--- config.mk ---
export PLATFORM = sky130hd
export DESIGN_NAME = axil_ram_write
export DESIGN_NICKNAME = d
export VERILOG_FILES = /design/src/common/axil_ram_pkg.sv /design/src/axil_ram/axil_ram_write.sv
export SDC_FILE = /design/constraint.sdc
export NUM_CORES = 1
export LEC_CHECK = 0
export BUFFER_PORTS_ARGS = -buffer_cell sky130_fd_sc_hd__buf_2
export CORE_ASPECT_RATIO = 0.6
export CORE_MARGIN = 1.5
export CORE_UTILIZATION = 45
export DETAILED_ROUTE_END_ITERATION = 6
export GPL_TIMING_DRIVEN = 1
export PLACE_DENSITY_LB_ADDON = 0.05
export SLEW_MARGIN = 40
export SYNTH_ARGS = -nofsm -noshare
export SYNTH_HDL_FRONTEND = slang
export SYNTH_SLANG_ARGS = --single-unit
export TNS_END_PERCENT = 100
--- constraint.sdc ---
create_clock -name seq -period 2.2 [get_ports seq]
set_input_delay 0.55 -clock seq [delete_from_list [all_inputs] [get_ports seq]]
set_output_delay 0.55 -clock seq [all_outputs]
set_load 0.05 [all_outputs]
--- src/common/axil_ram_pkg.sv ---
package axil_ram_pkg;

    // Fixed bus geometry
    localparam int axil_addr_width = 32;
    localparam int axil_data_width = 32;
    localparam int axil_strb_width = axil_data_width / 8;

    typedef logic [axil_addr_width-1:0] axil_addr_t;
    typedef logic [axil_data_width-1:0] axil_data_t;
    typedef logic [axil_strb_width-1:0] axil_strb_t;
    typedef logic [2:0]                 axil_prot_t;
    typedef logic [1:0]                 axil_resp_t;

    // AXI response codes
    localparam axil_resp_t resp_okay   = 2'b00;
    localparam axil_resp_t resp_decerr = 2'b11;

    // Write address beat
    typedef struct packed {
        axil_addr_t addr;
        axil_prot_t prot;
    } axil_aw_t;

    // Write data beat
    typedef struct packed {
        axil_data_t data;
        axil_strb_t strb;
    } axil_w_t;

    // Write response
    typedef struct packed {
        axil_resp_t resp;
    } axil_b_t;

    // Read address beat
    typedef struct packed {
        axil_addr_t addr;
        axil_prot_t prot;
    } axil_ar_t;

    // Read response
    typedef struct packed {
        axil_data_t data;
        axil_resp_t resp;
    } axil_r_t;

    // Word aligned and inside the RAM
    function automatic logic addr_ok(
        input axil_addr_t  addr,
        input int unsigned size
    );
        logic aligned;
        logic in_range;
        aligned  = (addr[1:0] == 2'b00);
        in_range = (addr < size);
        return aligned && in_range;
    endfunction

endpackage

--- src/axil_ram/axil_ram_write.sv ---
`timescale 1ns/10ps

module axil_ram_write #(
    parameter int unsigned SIZE = 4096,
    localparam int word_bits = (SIZE > 4) ? $clog2(SIZE / 4) : 1
) (
    input  logic                                 seq,
    input  logic                                 arst_n,
    input  logic                                 block,

    input  logic                                 aw_valid,
    output logic                                 aw_ready,
    input  axil_ram_pkg::axil_aw_t               aw,

    input  logic                                 w_valid,
    output logic                                 w_ready,
    input  axil_ram_pkg::axil_w_t                w,

    output logic                                 b_valid,
    input  logic                                 b_ready,
    output axil_ram_pkg::axil_b_t                b,

    output logic                                 write_busy,

    output logic                                 wr_en,
    output logic [word_bits-1:0]                 wr_addr,
    output logic [axil_ram_pkg::axil_data_width-1:0] wr_data,
    output logic [axil_ram_pkg::axil_strb_width-1:0] wr_strb
);
    import axil_ram_pkg::*;

    logic     aw_held;
    logic     w_held;
    axil_aw_t aw_q;
    axil_w_t  w_q;

    axil_aw_t aw_cur;
    axil_w_t  w_cur;
    logic     aw_take;
    logic     w_take;
    logic     commit;
    logic     cur_ok;

    assign aw_ready = !aw_held && !b_valid && !block;
    assign w_ready  = !w_held && !b_valid && !block;

    assign aw_take = aw_valid && aw_ready;
    assign w_take  = w_valid && w_ready;

    // A beat arriving this cycle counts as held
    assign aw_cur = aw_held ? aw_q : aw;
    assign w_cur  = w_held ? w_q : w;
    assign commit = (aw_held || aw_take) && (w_held || w_take);
    assign cur_ok = addr_ok(aw_cur.addr, SIZE);

    assign wr_en   = commit && cur_ok;
    assign wr_addr = aw_cur.addr[word_bits+1:2];
    assign wr_data = w_cur.data;
    assign wr_strb = w_cur.strb;

    assign write_busy = aw_held || w_held || b_valid;

    always_ff @(posedge seq or negedge arst_n) begin
        if (!arst_n) begin
            aw_held <= 1'b0;
            w_held  <= 1'b0;
            b_valid <= 1'b0;
        end else if (commit) begin
            aw_held <= 1'b0;
            w_held  <= 1'b0;
            b_valid <= 1'b1;
        end else begin
            if (aw_take) aw_held <= 1'b1;
            if (w_take) w_held <= 1'b1;
            if (b_valid && b_ready) b_valid <= 1'b0;
        end
    end

    always_ff @(posedge seq) begin
        if (aw_take) aw_q <= aw;
        if (w_take) w_q <= w;
        if (commit) b.resp <= cur_ok ? resp_okay : resp_decerr;
    end

    a_b_stable: assert property (@(posedge seq) disable iff (!arst_n)
        b_valid && !b_ready |=> b_valid && $stable(b));

    // Bank writes only for good addresses, and those answer OKAY
    a_write_ok: assert property (@(posedge seq) disable iff (!arst_n)
        wr_en |-> addr_ok(aw_cur.addr, SIZE) ##1 (b_valid && b.resp == resp_okay));

endmodule

==> impl_metrics.env <==
export IMPL_syn_nets=233
export IMPL_holdCritStartpoint="b_ready"
export IMPL_hold_path_cell_count=2
export IMPL_clock_sinks=72
export IMPL_crit_chain="nor4_2 > nand4_1 > a221o_1 > nor3_4 > buf_6"
export IMPL_h_tree_depth=3
export IMPL_peakVddDrop_mv=0.700
export IMPL_crit_buf_inv=1
export IMPL_worstHoldEndpoint="b_valid"
export IMPL_maxSlewHeadroom_pct=66.5
export IMPL_start_util_pct=47.1
export IMPL_synthTopCellsByArea="edfxtp_1, mux2_2, dfrtp_1"
export IMPL_crit_slowest_cell="edfxtp_1"
export IMPL_syn2layout_area_growth_pct=36.8
export IMPL_synth_most_common_cell="edfxtp_1"
export IMPL_r2r_start="aw_held"
export IMPL_fin_crit_sh_pct=109
export IMPL_whs_ps=387
export IMPL_hpwl_um=3990
export IMPL_synth_ff_type="edfxtp_1"
export IMPL_antenna_found_initial=0
export IMPL_drt_pass1_iter_count=4
export IMPL_slew_viol_final=0
export IMPL_yosysTopAreaCell="edfxtp_1"
export IMPL_cp_max_fo=2
export IMPL_outcome="complete, but fails checks"
export IMPL_fin_area_um2=3970
export IMPL_worst_pin_slew_ps=502
export IMPL_cts_buffers=9
export IMPL_finish_utilization_pct=64.4
export IMPL_seqPwrFrac_pct=37.9
export IMPL_min_path_type="in2reg"
export IMPL_fin_skew_ps=5.63
export IMPL_p_int_mw=2.86
export IMPL_rsz0062_at_grt="true"
export IMPL_clk_pin_slew_ps=70
export IMPL_synth_top_area_share_pct=71.3
export IMPL_die_h_um=65.2
export IMPL_critPathArrivalTime_ps=1850
export IMPL_core_um2=6170
export IMPL_numPortBuffers=126
export IMPL_hold_violations=0
export IMPL_timing_rr_end="aw_q[3]"
export IMPL_fin_crit_ps=2400
export IMPL_postSynthAreaPerCell_um2=18.6
export IMPL_overflow=0
export IMPL_cp_start_kind="flip-flop"
export IMPL_tritoncts="yes"
export IMPL_p_sw_mw=1.86
export IMPL_num_vias=1871
export IMPL_p_clk_share_pct=20.4
export IMPL_gp_congestion=0.738
export IMPL_synth_cells=156
export IMPL_ys_types=22
export IMPL_cp_required_ps=1650
export IMPL_drt_iter0_drc=100
export IMPL_setup_slack_ps=-198
export IMPL_drive_gt1_share_pct=67.4
export IMPL_yosysWarnings=0
export IMPL_crit_path_end_kind="output pin"
export IMPL_clock_fmax_ghz=0.417
export IMPL_crit_type="reg2out"
export IMPL_dieArea_um2=6960
export IMPL_violations="negative setup slack"
export IMPL_antenna_cells=0
export IMPL_cts_buffer_depth=2
export IMPL_grt_pass1_wl_um=8490
export IMPL_drc=0
export IMPL_wire_per_inst_um=14.5
export IMPL_crit_family="simple AND/OR/NAND/NOR gates"
export IMPL_grt_max_degree=37
export IMPL_comb_power_share_pct=41.7
export IMPL_grt_pass1_vias=1822
export IMPL_cts_root_buffer="clkbuf_8"
export IMPL_rows=22
export IMPL_routed_wl_um=5590
export IMPL_synth_seq_cells=72
export IMPL_r2r_worst_path_cells=4
export IMPL_setup_viol=1
export IMPL_synth_seq_area_share_pct=73.9
export IMPL_r2r_slack_ps=570
export IMPL_die_w_um=107
export IMPL_synth_commonest_cells="edfxtp_1, mux2_2, nor4_1"
export IMPL_synthArstFlopShare_pct=4.17
export IMPL_detail_route_antenna_nets=0
export IMPL_postPlaceCellArea_um2=3730
export IMPL_p_leak_nw=1.55
export IMPL_swShare_pct=39.4
export IMPL_synth_edf_count=69
export IMPL_grt_use_total_pct=16.6
export IMPL_maxCapViolations=0
export IMPL_p_per_area_nw_per_um2=1190
export IMPL_dp_slack_ps=-320
export IMPL_vias_per_cell=4.86
export IMPL_max_stage_delay_ps=390
export IMPL_fin_nets=373
export IMPL_clk_latency_ps=340
export IMPL_ioPinCount=130
export IMPL_synth_area_um2=2900
-- cell type report --
class,count,area [um^2]
inverters,1,3.75
fillers,488,2190
flip-flops and latches,72,2150
well taps,84,105
multi-input cells,76,762
clock buffers,11,131
clock inverters,5,47.5
repair buffers,136,774
-- how the worst max path moves through the flow --
| stage | startpoint | cells past startpoint | to | slack [ps] |
|---|---|---|---|---|
| after CTS | aw_q[19] | 5 | wr_en | -230 |
| final | aw_q[34] | 5 | wr_en | -200 |
| after floorplan | aw[26] | 4 | wr_en | -40 |
| after global routing | aw_q[34] | 5 | wr_en | -320 |
| after global placement | aw[34] | 6 | wr_en | -270 |
| after detailed placement | aw[34] | 6 | wr_en | -320 |
-- registers in the layout (all words and copies together), names as in the netlist --
name	flops
b_valid	1
aw_held	1
w_q	36
aw_q	32
w_held	1
b	1
-- cells by family after synthesis --
group / share of synthesized area (%)
compound gates: 1.08
buf+inv: 1.55
flops: 73.9
mux: 17.8
simple gates: 5.60
-- metrics by stage --
step	cells	power [mW]	TNS (ps)
floorplan	156	3.29	-37.0
global placement	368	3.76	-268
detailed placement	368	3.76	-320
CTS	386	4.78	-227
global route	385	4.92	-317
finish	385	4.72	-198
-- placed cells by master, fill, tap and decap left out --
cell type	count
a21oi_1	3
a221o_1	1
and2_2	2
buf_12	3
buf_2	116
buf_4	15
buf_6	1
bufinv_16	1
clkbuf_1	2
clkbuf_8	9
clkinv_1	2
clkinv_2	2
dfrtp_1	3
dlygate4sd3_1	1
edfxtp_1	69
inv_1	1
mux2_2	46
nand2_1	1
nand4_1	2
nor2_1	2
nor2b_1	2
nor3_1	2
nor3_4	3
nor4_1	5
nor4_2	4
nor4b_2	1
o22ai_1	1
or3_1	1
-- power by group through the flow --
stage / combinational [mW] / clock, mW / sequential [mW]
3_3_place_gp: 1.95 / 0 / 1.81
4_1_cts: 1.99 / 0.996 / 1.79
3_5_place_dp: 1.95 / 0 / 1.82
5_1_grt: 2.06 / 1.05 / 1.81
6_report: 1.97 / 0.962 / 1.79
2_1_floorplan: 1.47 / 0 / 1.83
-- worst reg2reg max path, cell delays in order (launching register included) --
cell and delay [ps]:
dfrtp_1 420, buf_4 180, nor3_4 190, and2_2 320
buf_12 220
-- what timing repair did --
item / CTS / global route
endpoints found under the hold margin: 3 / 0
buffers inserted: 1 / 0
resized for setup: 12 / 3
hold buffers: 1 / 0
endpoints found under the setup margin: 1 / 11
pin swaps: 4 / 1
-- metal layers --
metal | part of all wire, % | GRT usage, %
met5 | 0 | 0
met4 | 0.81 | 4.00
met3 | 9.9 | 9.52
met2 | 42 | 23.3
met1 | 48 | 22.1
(Power assumes the default switching activity.)
