`src/common/axil_ram_pkg.sv`:
```
package axil_ram_pkg;

    // Fixed bus geometry
    localparam int axil_addr_width = 32;
    localparam int axil_data_width = 32;
    localparam int axil_strb_width = axil_data_width / 8;

    typedef logic [axil_addr_width-1:0] axil_addr_t;
    typedef logic [axil_data_width-1:0] axil_data_t;
    typedef logic [axil_strb_width-1:0] axil_strb_t;
    typedef logic [2:0]                 axil_prot_t;
    typedef logic [1:0]                 axil_resp_t;

    // AXI response codes
    localparam axil_resp_t resp_okay   = 2'b00;
    localparam axil_resp_t resp_decerr = 2'b11;

    // Write address beat
    typedef struct packed {
        axil_addr_t addr;
        axil_prot_t prot;
    } axil_aw_t;

    // Write data beat
    typedef struct packed {
        axil_data_t data;
        axil_strb_t strb;
    } axil_w_t;

    // Write response
    typedef struct packed {
        axil_resp_t resp;
    } axil_b_t;

    // Read address beat
    typedef struct packed {
        axil_addr_t addr;
        axil_prot_t prot;
    } axil_ar_t;

    // Read response
    typedef struct packed {
        axil_data_t data;
        axil_resp_t resp;
    } axil_r_t;

    // Word aligned and inside the RAM
    function automatic logic addr_ok(
        input axil_addr_t  addr,
        input int unsigned size
    );
        logic aligned;
        logic in_range;
        aligned  = (addr[1:0] == 2'b00);
        in_range = (addr < size);
        return aligned && in_range;
    endfunction

endpackage

```
`src/axil_ram/axil_ram_read.sv`:
```
`timescale 1ns/10ps

module axil_ram_read #(
    parameter int unsigned SIZE = 4096,
    localparam int word_bits = (SIZE > 4) ? $clog2(SIZE / 4) : 1
) (
    input  logic                                 seq,
    input  logic                                 arst_n,
    input  logic                                 block,

    input  logic                                 ar_valid,
    output logic                                 ar_ready,
    input  axil_ram_pkg::axil_ar_t               ar,

    output logic                                 r_valid,
    input  logic                                 r_ready,
    output axil_ram_pkg::axil_r_t                r,

    output logic                                 read_busy,

    output logic                                 rd_en,
    output logic [word_bits-1:0]                 rd_addr,
    input  logic [axil_ram_pkg::axil_data_width-1:0] rd_data
);
    import axil_ram_pkg::*;

    logic ar_take;
    logic ar_ok;
    logic ok_q;

    // One read in flight at a time
    assign ar_ready = !r_valid && !block;
    assign ar_take  = ar_valid && ar_ready;
    assign ar_ok    = addr_ok(ar.addr, SIZE);

    assign rd_en   = ar_take && ar_ok;
    assign rd_addr = ar.addr[word_bits+1:2];

    assign read_busy = r_valid;

    // Bank output holds until the next read, so r stays put under back-pressure
    assign r.data = ok_q ? rd_data : '0;
    assign r.resp = ok_q ? resp_okay : resp_decerr;

    always_ff @(posedge seq or negedge arst_n) begin
        if (!arst_n) begin
            r_valid <= 1'b0;
        end else if (ar_take) begin
            r_valid <= 1'b1;
        end else if (r_valid && r_ready) begin
            r_valid <= 1'b0;
        end
    end

    always_ff @(posedge seq) begin
        if (ar_take) begin
            ok_q <= ar_ok;
        end
    end

    a_r_stable: assert property (@(posedge seq) disable iff (!arst_n)
        r_valid && !r_ready |=> r_valid && $stable(r));

endmodule

```
`config.mk`:
```
export PLATFORM = sky130hd
export DESIGN_NAME = axil_ram_read
export DESIGN_NICKNAME = d
export VERILOG_FILES = /design/src/common/axil_ram_pkg.sv /design/src/axil_ram/axil_ram_read.sv
export SDC_FILE = /design/constraint.sdc
export NUM_CORES = 1
export LEC_CHECK = 0
export BUFFER_PORTS_ARGS = -buffer_cell sky130_fd_sc_hd__buf_2
export CAP_MARGIN = 20
export CORE_MARGIN = 3
export CORE_UTILIZATION = 23
export CTS_BUF_LIST = sky130_fd_sc_hd__clkbuf_4
export DETAILED_ROUTE_END_ITERATION = 16
export PLACE_DENSITY = 0.95
export SLEW_MARGIN = 10
export SYNTH_ARGS = -nofsm -noshare
export SYNTH_HDL_FRONTEND = slang
export SYNTH_SLANG_ARGS = --single-unit
```
`constraint.sdc`:
```
create_clock -name seq -period 2.7 [get_ports seq]
set_input_delay 0.405 -clock seq [delete_from_list [all_inputs] [get_ports seq]]
set_output_delay 0.405 -clock seq [all_outputs]
set_load 0.005 [all_outputs]
```
==> report_table.html, run 1 <==
<table>
<tr><th>Metric</th><th>Value</th></tr>
<tr><th colspan="2">Die</th></tr>
<tr><td>Cell row count</td><td>15</td></tr>
<tr><td>Floorplan die area</td><td>approximately 2600 um^2</td></tr>
<tr><td>Vertical extent of the die</td><td>between 50 and 60 um</td></tr>
<tr><td>Floorplan Core Area</td><td>about 1800 um^2</td></tr>
<tr><td>I/O pin cnt</td><td>between 100 and 150</td></tr>
<tr><td>Die Wd</td><td>just over 50 um</td></tr>
<tr><td>Initial core utilization</td><td>between 20% and 30%</td></tr>
<tr><th colspan="2">Clocking</th></tr>
<tr><td>TritonCTS Sinks</td><td>2</td></tr>
<tr><td>Clock tree from TritonCTS</td><td>done</td></tr>
<tr><td>Clock network latency to the later pin of the worst-skew pair</td><td>between 0.2 and 0.25 ns</td></tr>
<tr><td>Number of levels in the clock H-tree</td><td>1</td></tr>
<tr><td>CTS Root Buffer Type</td><td>clkbuf_4</td></tr>
<tr><td>Number of CTS-inserted buffers</td><td>3</td></tr>
<tr><td>Worst-path clk slew</td><td>~0.040 ns</td></tr>
<tr><td>Post-CTS setup buffers</td><td>0</td></tr>
<tr><td>Maximum count of clock buffers along a single path</td><td>2</td></tr>
<tr><th colspan="2">STA</th></tr>
<tr><td>Hold Worst Slack</td><td>around 0.36 ns</td></tr>
<tr><td>FMAX</td><td>~580 MHz</td></tr>
<tr><td>Number of pins with negative max-slew slack in the final report</td><td>0</td></tr>
<tr><td>Final-report hold violation count</td><td>0</td></tr>
<tr><td>Period utilization</td><td>between 60% and 70%</td></tr>
<tr><td>Max-slew headroom at the worst pin</td><td>~58%</td></tr>
<tr><td>Clock skew after layout</td><td>approximately 0.01 ns</td></tr>
<tr><td>Setup violators final</td><td>0</td></tr>
<tr><td>Unrepaired setup endpoints after global routing</td><td>false</td></tr>
<tr><td>Slew of the pin with the lowest slew margin</td><td>approximately 0.64 ns</td></tr>
<tr><td>Setup total negative slack</td><td>0 ns</td></tr>
<tr><td>Time the worst path needs with I/O delays and setup</td><td>~1.7 ns</td></tr>
<tr><th colspan="2">Setup path</th></tr>
<tr><td>Category of the worst setup path capture point</td><td>output pin</td></tr>
<tr><td>Launching element type of the critical path</td><td>flip-flop</td></tr>
<tr><td>Signal arrival time at the worst endpoint</td><td>1.31 ns</td></tr>
<tr><td>Worst EP required</td><td>between 2 and 2.5 ns</td></tr>
<tr><td>Maximum net fanout on the critical path</td><td>33</td></tr>
<tr><td>Classification of the worst setup path</td><td>reg -&gt; out</td></tr>
<tr><th colspan="2">Logic synthesis</th></tr>
<tr><td>Gate count of the mapped netlist</td><td>65</td></tr>
<tr><td>Synthesized area per cell</td><td>a little over 7 um^2</td></tr>
<tr><td>Post-synthesis cell type with the largest combined area</td><td>and2_1</td></tr>
<tr><td>Net count after synthesis</td><td>around 140</td></tr>
<tr><td>Post-synthesis sequential area ratio</td><td>between 10% and 20%</td></tr>
<tr><td>Yosys warning count</td><td>0</td></tr>
<tr><td>Synth area leaders</td><td>and2_1 (44%), buf_4 (20%), nor4_2 (8.2%), edfxtp_1 (6.6%), dfrtp_1 (5.5%)</td></tr>
<tr><td>Cell area after synthesis</td><td>approximately 460 um^2</td></tr>
<tr><td>Top-area cell type share of the netlist area</td><td>between 40 and 50%</td></tr>
<tr><td>Number of unique standard cell types used by synthesis</td><td>13</td></tr>
<tr><td>Total of flip-flops plus latches after synthesis</td><td>2</td></tr>
<tr><th colspan="2">Power and ir drop</th></tr>
<tr><td>Reported net switching power</td><td>approximately 0.057 mW</td></tr>
<tr><td>Combinational power share</td><td>around 44%</td></tr>
<tr><td>Total power</td><td>approximately 0.22 mW</td></tr>
<tr><td>Sw Ratio</td><td>26.05%</td></tr>
<tr><td>Pleak</td><td>0.5636 nW</td></tr>
<tr><td>Maximum VDD drop</td><td>~0.22 mV</td></tr>
<tr><td>Share of power burned in registers</td><td>a little under a fifth</td></tr>
<tr><td>Cell internal power dissipation</td><td>~0.16 mW</td></tr>
<tr><td>Cell area power density</td><td>241.7 nW/um^2</td></tr>
<tr><td>Portion of total power attributed to the clock network</td><td>between 30 and 40%</td></tr>
<tr><th colspan="2">Route</th></tr>
<tr><td>Drt initial violations</td><td>0</td></tr>
<tr><td>DR DRC count</td><td>0</td></tr>
<tr><td>Post-detailed-routing wire length</td><td>approximately 1.9 mm</td></tr>
<tr><td>Detail-routed net length per standard cell</td><td>about 11 um</td></tr>
<tr><td>Post-DRT Antenna Nets</td><td>0</td></tr>
<tr><td>Total number of vias</td><td>722</td></tr>
<tr><td>Average vias per placed instance</td><td>4.102</td></tr>
<tr><td>First-pass iteration count of the detailed router</td><td>1</td></tr>
<tr><th colspan="2">Flow run</th></tr>
<tr><td>Max cap viols</td><td>0</td></tr>
<tr><th colspan="2">Place</th></tr>
<tr><td>Placed instance count</td><td>approximately 170</td></tr>
<tr><td>Global placer's final weighted congestion</td><td>roughly 0.70</td></tr>
<tr><td>Detailed placement HPWL</td><td>around 1.8 mm</td></tr>
<tr><td>Number of port buffers</td><td>96</td></tr>
<tr><th colspan="2">GRT</th></tr>
<tr><td>Via count of the first global-routing pass</td><td>700</td></tr>
<tr><td>Initial antenna violation count</td><td>0</td></tr>
<tr><td>Pin count of the biggest net entering global routing</td><td>34</td></tr>
<tr><td>Wire length of the first global-routing pass</td><td>2.829 mm</td></tr>
<tr><td>GRT Overall Usage</td><td>14.22%</td></tr>
<tr><td>Residual overflow from global routing</td><td>0</td></tr>
<tr><th colspan="2">Layout</th></tr>
<tr><td>Number of antenna diodes</td><td>0</td></tr>
<tr><td>Area used by sequential logic in the layout</td><td>~55 um^2</td></tr>
<tr><td>Layout overhead on the synthesized area</td><td>98.36%</td></tr>
<tr><td>Area taken by multi-input logic gates</td><td>roughly 290 um^2</td></tr>
<tr><td>Layout cells sized above 1</td><td>between 60% and 70%</td></tr>
<tr><td>Filler Cell Count</td><td>194</td></tr>
<tr><td>Net count, final</td><td>224</td></tr>
<tr><td>Final instance count without filler cells</td><td>roughly 180</td></tr>
<tr><th colspan="2">Outcome</th></tr>
<tr><td>Run status</td><td>completed</td></tr>
<tr><th colspan="2">Min path</th></tr>
<tr><td>Class of the tightest hold or removal check</td><td>in -&gt; reg</td></tr>
</table>
-- cell type report --
cell class,instances,area share [%]
multi-input combinational,45,31.96
sequential,2,6.061
timing repair buffer,97,53.99
clock buffer,4,3.306
inverter,3,1.240
tap,25,3.444
-- critical path, cell delays in order, from the launching register on --
cell and delay, ns:
edfxtp_1 0.75, and2_1 0.22, buf_2 0.11
-- state kept, by name, indices dropped and copies added (netlist names) --
name and cells:
r_valid 1, ok_q 1
-- synthesized netlist by cell type --
cell type / number
edfxtp_1: 1
nor4_2: 3
inv_1: 3
nor3_2: 1
dfrtp_1: 1
o21ai_0: 1
nor4_1: 2
nand4_1: 1
and2_1: 32
nand2_1: 2
clkbuf_1: 3
buf_4: 12
nor2_1: 3
-- logic make-up after synthesis --
| logic type | Yosys count | share of synthesized area (%) |
|---|---|---|
| DFF | 2 | 12.02 |
| AOI/OAI and AO/OA | 1 | 1.092 |
| buffers and inverters | 18 | 24.59 |
| and+or+nand+nor | 44 | 62.30 |
-- placed cells by master, fill, tap and decap left out --
| cell | count |
|---|---|
| and2_1 | 32 |
| buf_2 | 96 |
| clkbuf_4 | 4 |
| dfrtp_1 | 1 |
| dlygate4sd3_1 | 1 |
| edfxtp_1 | 1 |
| inv_1 | 3 |
| nand2_1 | 2 |
| nand4_1 | 1 |
| nor2_1 | 3 |
| nor3_2 | 1 |
| nor4_1 | 2 |
| nor4_2 | 3 |
| o21ai_0 | 1 |
-- metrics by stage --
stage | setup WS (ns) | utilization (%) | area (um^2)
3_3_place_gp | 1.090 | 48.19 | 868.3
6_report | 0.9851 | 50.42 | 908.4
4_1_cts | 0.9380 | 50.42 | 908.4
5_1_grt | 0.7743 | 50.42 | 908.4
3_5_place_dp | 1.066 | 48.19 | 868.3
2_1_floorplan | 1.370 | - | 457.9
-- final timing paths --
path | from | depth (start not counted) | end | slack [ns]
max in group asynchronous | arst_n | 2 | r_valid | 2.13
setup / recovery | ok_q | 2 | r[7] | 0.99
setup reg to reg | r_valid | 3 | ok_q | 1.73
hold reg to reg | r_valid | 2 | r_valid | 0.57
hold / removal | r_ready | 2 | r_valid | 0.36
min in group asynchronous | arst_n | 2 | r_valid | 0.49
-- timing repair --
action                    CTS  global route
hold buffers                1             0
hold endpoints to repair    1             0
gates resized for setup     0             0
-- power by group through the flow --
stage                     Combinational, mW  Sequential, mW  Clock [mW]
after floorplan                      0.0454          0.0372           0
after global routing                  0.109          0.0412      0.0941
final                                0.0969          0.0398      0.0828
after detailed placement             0.0973          0.0403           0
after global placement               0.0956          0.0403           0
after CTS                            0.0987          0.0400      0.0868
-- layer usage --
metal / track usage [%] / wire length (um)
met2: 28.26 / 1045
met3: 5.638 / 278
met1: 12.43 / 559
met4: 5.381 / 0
met5: 0 / 0
Power figures use the tool's default switching activity.
==> run 2, diff against run 1 <==
- ABC_AREA: unset -> 1
- PLACE_DENSITY: 0.95 -> 0.9
- clock period: 2.7 -> 1.8 ns (I/O delays scaled with it)
==> run 2 against run 1 <==
Combinational power increased by 62%. Core utilization is 3.1 points lower. Total power rose by 54%. Routed wire length is 7.0% lower. Die area up 11%. Worst hold slack got worse by 0.14 ns. Highest routed layer unchanged. Worst setup slack lost 0.60 ns. Via count is 18% higher. Largest cell class unchanged. Cell area is 6.5% higher. Largest power group unchanged. Synthesized area is 13% higher. Clock power up 53%. Sequential power up 38%.
==> report_table.html, run 2 <==
<table>
<tr><th>Metric</th><th>Value</th></tr>
<tr><th colspan="2">STA</th></tr>
<tr><td>Setup violators final</td><td>0</td></tr>
<tr><td>Setup total negative slack</td><td>0 ns</td></tr>
<tr><td>Period utilization</td><td>78.71%</td></tr>
<tr><td>Number of pins with negative max-slew slack in the final report</td><td>0</td></tr>
<tr><td>Max-slew headroom at the worst pin</td><td>roughly four fifths</td></tr>
<tr><td>Final-report hold violation count</td><td>0</td></tr>
<tr><td>Unrepaired setup endpoints after global routing</td><td>false</td></tr>
<tr><td>FMAX</td><td>approximately 710 MHz</td></tr>
<tr><td>Slew of the pin with the lowest slew margin</td><td>between 0.2 and 0.3 ns</td></tr>
<tr><td>Time the worst path needs with I/O delays and setup</td><td>~1.4 ns</td></tr>
<tr><td>Clock skew after layout</td><td>approximately 0.0096 ns</td></tr>
<tr><th colspan="2">Logic synthesis</th></tr>
<tr><td>Most instantiated cells after synthesis</td><td>nand2_1 (38), inv_1 (36), nor2_1 (15), buf_4 (12), buf_2 (4)</td></tr>
<tr><td>Async SR Flop Fraction</td><td>~50%</td></tr>
<tr><td>Number of enable flip-flop cells after synthesis</td><td>1</td></tr>
<tr><td>Number of unique standard cell types used by synthesis</td><td>10</td></tr>
<tr><td>Synth area leaders</td><td>nand2_1 (28%), inv_1 (26%), buf_4 (17%), nor2_1 (11%), edfxtp_1 (5.8%)</td></tr>
<tr><td>Top-area cell type share of the netlist area</td><td>around 28%</td></tr>
<tr><td>Post-synthesis sequential area ratio</td><td>10.68%</td></tr>
<tr><td>Yosys warning count</td><td>0</td></tr>
<tr><td>Leading register cell type out of synthesis</td><td>edfxtp_1</td></tr>
<tr><td>Cell area after synthesis</td><td>roughly 520 um^2</td></tr>
<tr><td>Gate count of the mapped netlist</td><td>110</td></tr>
<tr><td>Synthesized area per cell</td><td>between 4 and 5 um^2</td></tr>
<tr><td>Post-synthesis cell type with the largest combined area</td><td>nand2_1</td></tr>
<tr><td>Net count after synthesis</td><td>between 150 and 200</td></tr>
<tr><td>Most repeated cell in the gate-level netlist after synthesis</td><td>nand2_1</td></tr>
<tr><td>Total of flip-flops plus latches after synthesis</td><td>2</td></tr>
<tr><th colspan="2">Route</th></tr>
<tr><td>Total number of vias</td><td>851</td></tr>
<tr><td>Drt initial violations</td><td>2</td></tr>
<tr><td>First-pass iteration count of the detailed router</td><td>2</td></tr>
<tr><td>Detail-routed net length per standard cell</td><td>7.852 um</td></tr>
<tr><td>Average vias per placed instance</td><td>~3.8</td></tr>
<tr><td>Post-detailed-routing wire length</td><td>approximately 1.8 mm</td></tr>
<tr><td>Post-DRT Antenna Nets</td><td>0</td></tr>
<tr><td>DR DRC count</td><td>0</td></tr>
<tr><th colspan="2">Outcome</th></tr>
<tr><td>Run status</td><td>completed</td></tr>
<tr><th colspan="2">Place</th></tr>
<tr><td>Placement Cell Area</td><td>about 900 um^2</td></tr>
<tr><td>Detailed placement HPWL</td><td>1.581 mm</td></tr>
<tr><td>Global placer's final weighted congestion</td><td>~0.63</td></tr>
<tr><td>Number of port buffers</td><td>96</td></tr>
<tr><th colspan="2">Setup path</th></tr>
<tr><td>Category of the worst setup path capture point</td><td>output pin</td></tr>
<tr><td>Worst EP required</td><td>1.53 ns</td></tr>
<tr><td>FF-to-FF Start</td><td>r_valid</td></tr>
<tr><td>Signal arrival time at the worst endpoint</td><td>around 1.2 ns</td></tr>
<tr><td>Classification of the worst setup path</td><td>reg -&gt; out</td></tr>
<tr><td>Maximum net fanout on the critical path</td><td>32</td></tr>
<tr><td>Launching element type of the critical path</td><td>flip-flop</td></tr>
<tr><td>Critical path origin</td><td>ok_q</td></tr>
<tr><th colspan="2">Layout</th></tr>
<tr><td>Leading cell type in the layout, fill and taps excluded</td><td>buf_2</td></tr>
<tr><td>Filler Cell Count</td><td>241</td></tr>
<tr><td>Utilization of the core after routing</td><td>between 40% and 50%</td></tr>
<tr><td>Highest-count cells in the layout ignoring fill and taps</td><td>buf_2 (96), nand2_1 (38), inv_1 (36)</td></tr>
<tr><td>Net count, final</td><td>between 200 and 300</td></tr>
<tr><td>Area used by sequential logic in the layout</td><td>55.05 um^2</td></tr>
<tr><td>Number of antenna diodes</td><td>0</td></tr>
<tr><td>Area taken by multi-input logic gates</td><td>between 200 and 250 um^2</td></tr>
<tr><td>Layout overhead on the synthesized area</td><td>87.62%</td></tr>
<tr><td>Layout cells sized above 1</td><td>about 50%</td></tr>
<tr><td>Registers with the most flip-flops</td><td>ok_q: 1 flops, r_valid: 1 flops</td></tr>
<tr><td>Fin area</td><td>roughly 970 um^2</td></tr>
<tr><th colspan="2">Clocking</th></tr>
<tr><td>Clock network latency to the later pin of the worst-skew pair</td><td>roughly 0.23 ns</td></tr>
<tr><td>Number of levels in the clock H-tree</td><td>1</td></tr>
<tr><td>Clock tree from TritonCTS</td><td>done</td></tr>
<tr><td># resized after CTS</td><td>0</td></tr>
<tr><td>Worst-path clk slew</td><td>~0.04 ns</td></tr>
<tr><td>TritonCTS Sinks</td><td>2</td></tr>
<tr><td>Maximum count of clock buffers along a single path</td><td>2</td></tr>
<tr><td>CTS Root Buffer Type</td><td>clkbuf_4</td></tr>
<tr><td>Number of CTS-inserted buffers</td><td>3</td></tr>
<tr><th colspan="2">GRT</th></tr>
<tr><td>Wire length of the first global-routing pass</td><td>2.601 mm</td></tr>
<tr><td>GRT Overall Usage</td><td>11.96%</td></tr>
<tr><td>Pin count of the biggest net entering global routing</td><td>33</td></tr>
<tr><td>Residual overflow from global routing</td><td>0</td></tr>
<tr><td>Via count of the first global-routing pass</td><td>730</td></tr>
<tr><td>Initial antenna violation count</td><td>0</td></tr>
<tr><th colspan="2">Min path</th></tr>
<tr><td>Worst Hold Launch</td><td>r_ready</td></tr>
<tr><td>Class of the tightest hold or removal check</td><td>in -&gt; reg</td></tr>
<tr><th colspan="2">Die</th></tr>
<tr><td>I/O pin cnt</td><td>120</td></tr>
<tr><td>Initial core utilization</td><td>about a quarter</td></tr>
<tr><td>Die Wd</td><td>approximately 53 um</td></tr>
<tr><td>Floorplan Core Area</td><td>between 2000 and 2500 um^2</td></tr>
<tr><td>Floorplan die area</td><td>between 2000 and 3000 um^2</td></tr>
<tr><td>Vertical extent of the die</td><td>roughly 53 um</td></tr>
<tr><td>Cell row count</td><td>16</td></tr>
<tr><th colspan="2">Power and ir drop</th></tr>
<tr><td>Cell area power density</td><td>~350 nW/um^2</td></tr>
<tr><td>Pleak</td><td>around 0.83 nW</td></tr>
<tr><td>Maximum VDD drop</td><td>approximately 0.37 mV</td></tr>
<tr><th colspan="2">Flow run</th></tr>
<tr><td>Max cap viols</td><td>0</td></tr>
</table>
## run 2: layout make-up
type / instances / area share (%)
Sequential cell: 2 / 5.692
Multi-Input combinational cell: 56 / 22.25
Timing Repair Buffer: 98 / 51.49
Inverter: 36 / 13.97
Tap cell: 27 / 3.493
Clock buffer: 4 / 3.105
## run 2: report_power, final
group	switching (mW)	internal, mW
clock	0.0293	0.0975
combinational	0.0659	0.0913
sequential	0.00283	0.0520
total	0.0981	0.241
## run 2: layer usage
layer  global-route usage, %  part of all wire (%)
met1                   9.651                    31
met5                       0                     0
met4                   2.553                     0
met2                   25.31                    54
met3                   5.070                    15
## run 2: metrics by stage
stage                     hold slack (ns)  total power, mW  cells  setup slack, ns
after global placement            0.04545           0.2100    218           0.5651
after global routing               0.2263           0.3807    223           0.2539
final                              0.2242           0.3389    223           0.3833
after CTS                          0.2197           0.3480    223           0.3417
after floorplan                  -0.02559           0.1320    110           0.7138
after detailed placement          0.04626           0.2139    218           0.5593
## run 2: worst paths after layout
kind | to | slack (ns) | cells past startpoint
hold reg to reg | r_valid | 0.57 | 2
min in group asynchronous | r_valid | 0.36 | 2
setup reg to reg | ok_q | 0.85 | 3
hold / removal | r_valid | 0.22 | 2
max in group asynchronous | r_valid | 1.36 | 2
setup / recovery | r[4] | 0.38 | 4
## run 2: cells by family after synthesis
group                  count (synthesis)  share of synthesized area (%)
buffers and inverters                 52                          47.57
DFF                                    2                          10.68
AOI/OAI and AO/OA                      1                         0.9699
and+or+nand+nor                       55                          40.78
## run 2: timing repair
action	in CTS	in global routing
hold endpoints to repair	1	0
setup endpoints to repair	0	0
hold buffers	1	0
setup buffers	0	0
## run 2: critical path, cell delays in order, from the launching register on
cell and delay, ns:
edfxtp_1 0.35, buf_4 0.29, nand2_1 0.10, inv_1 0.07, buf_2 0.10
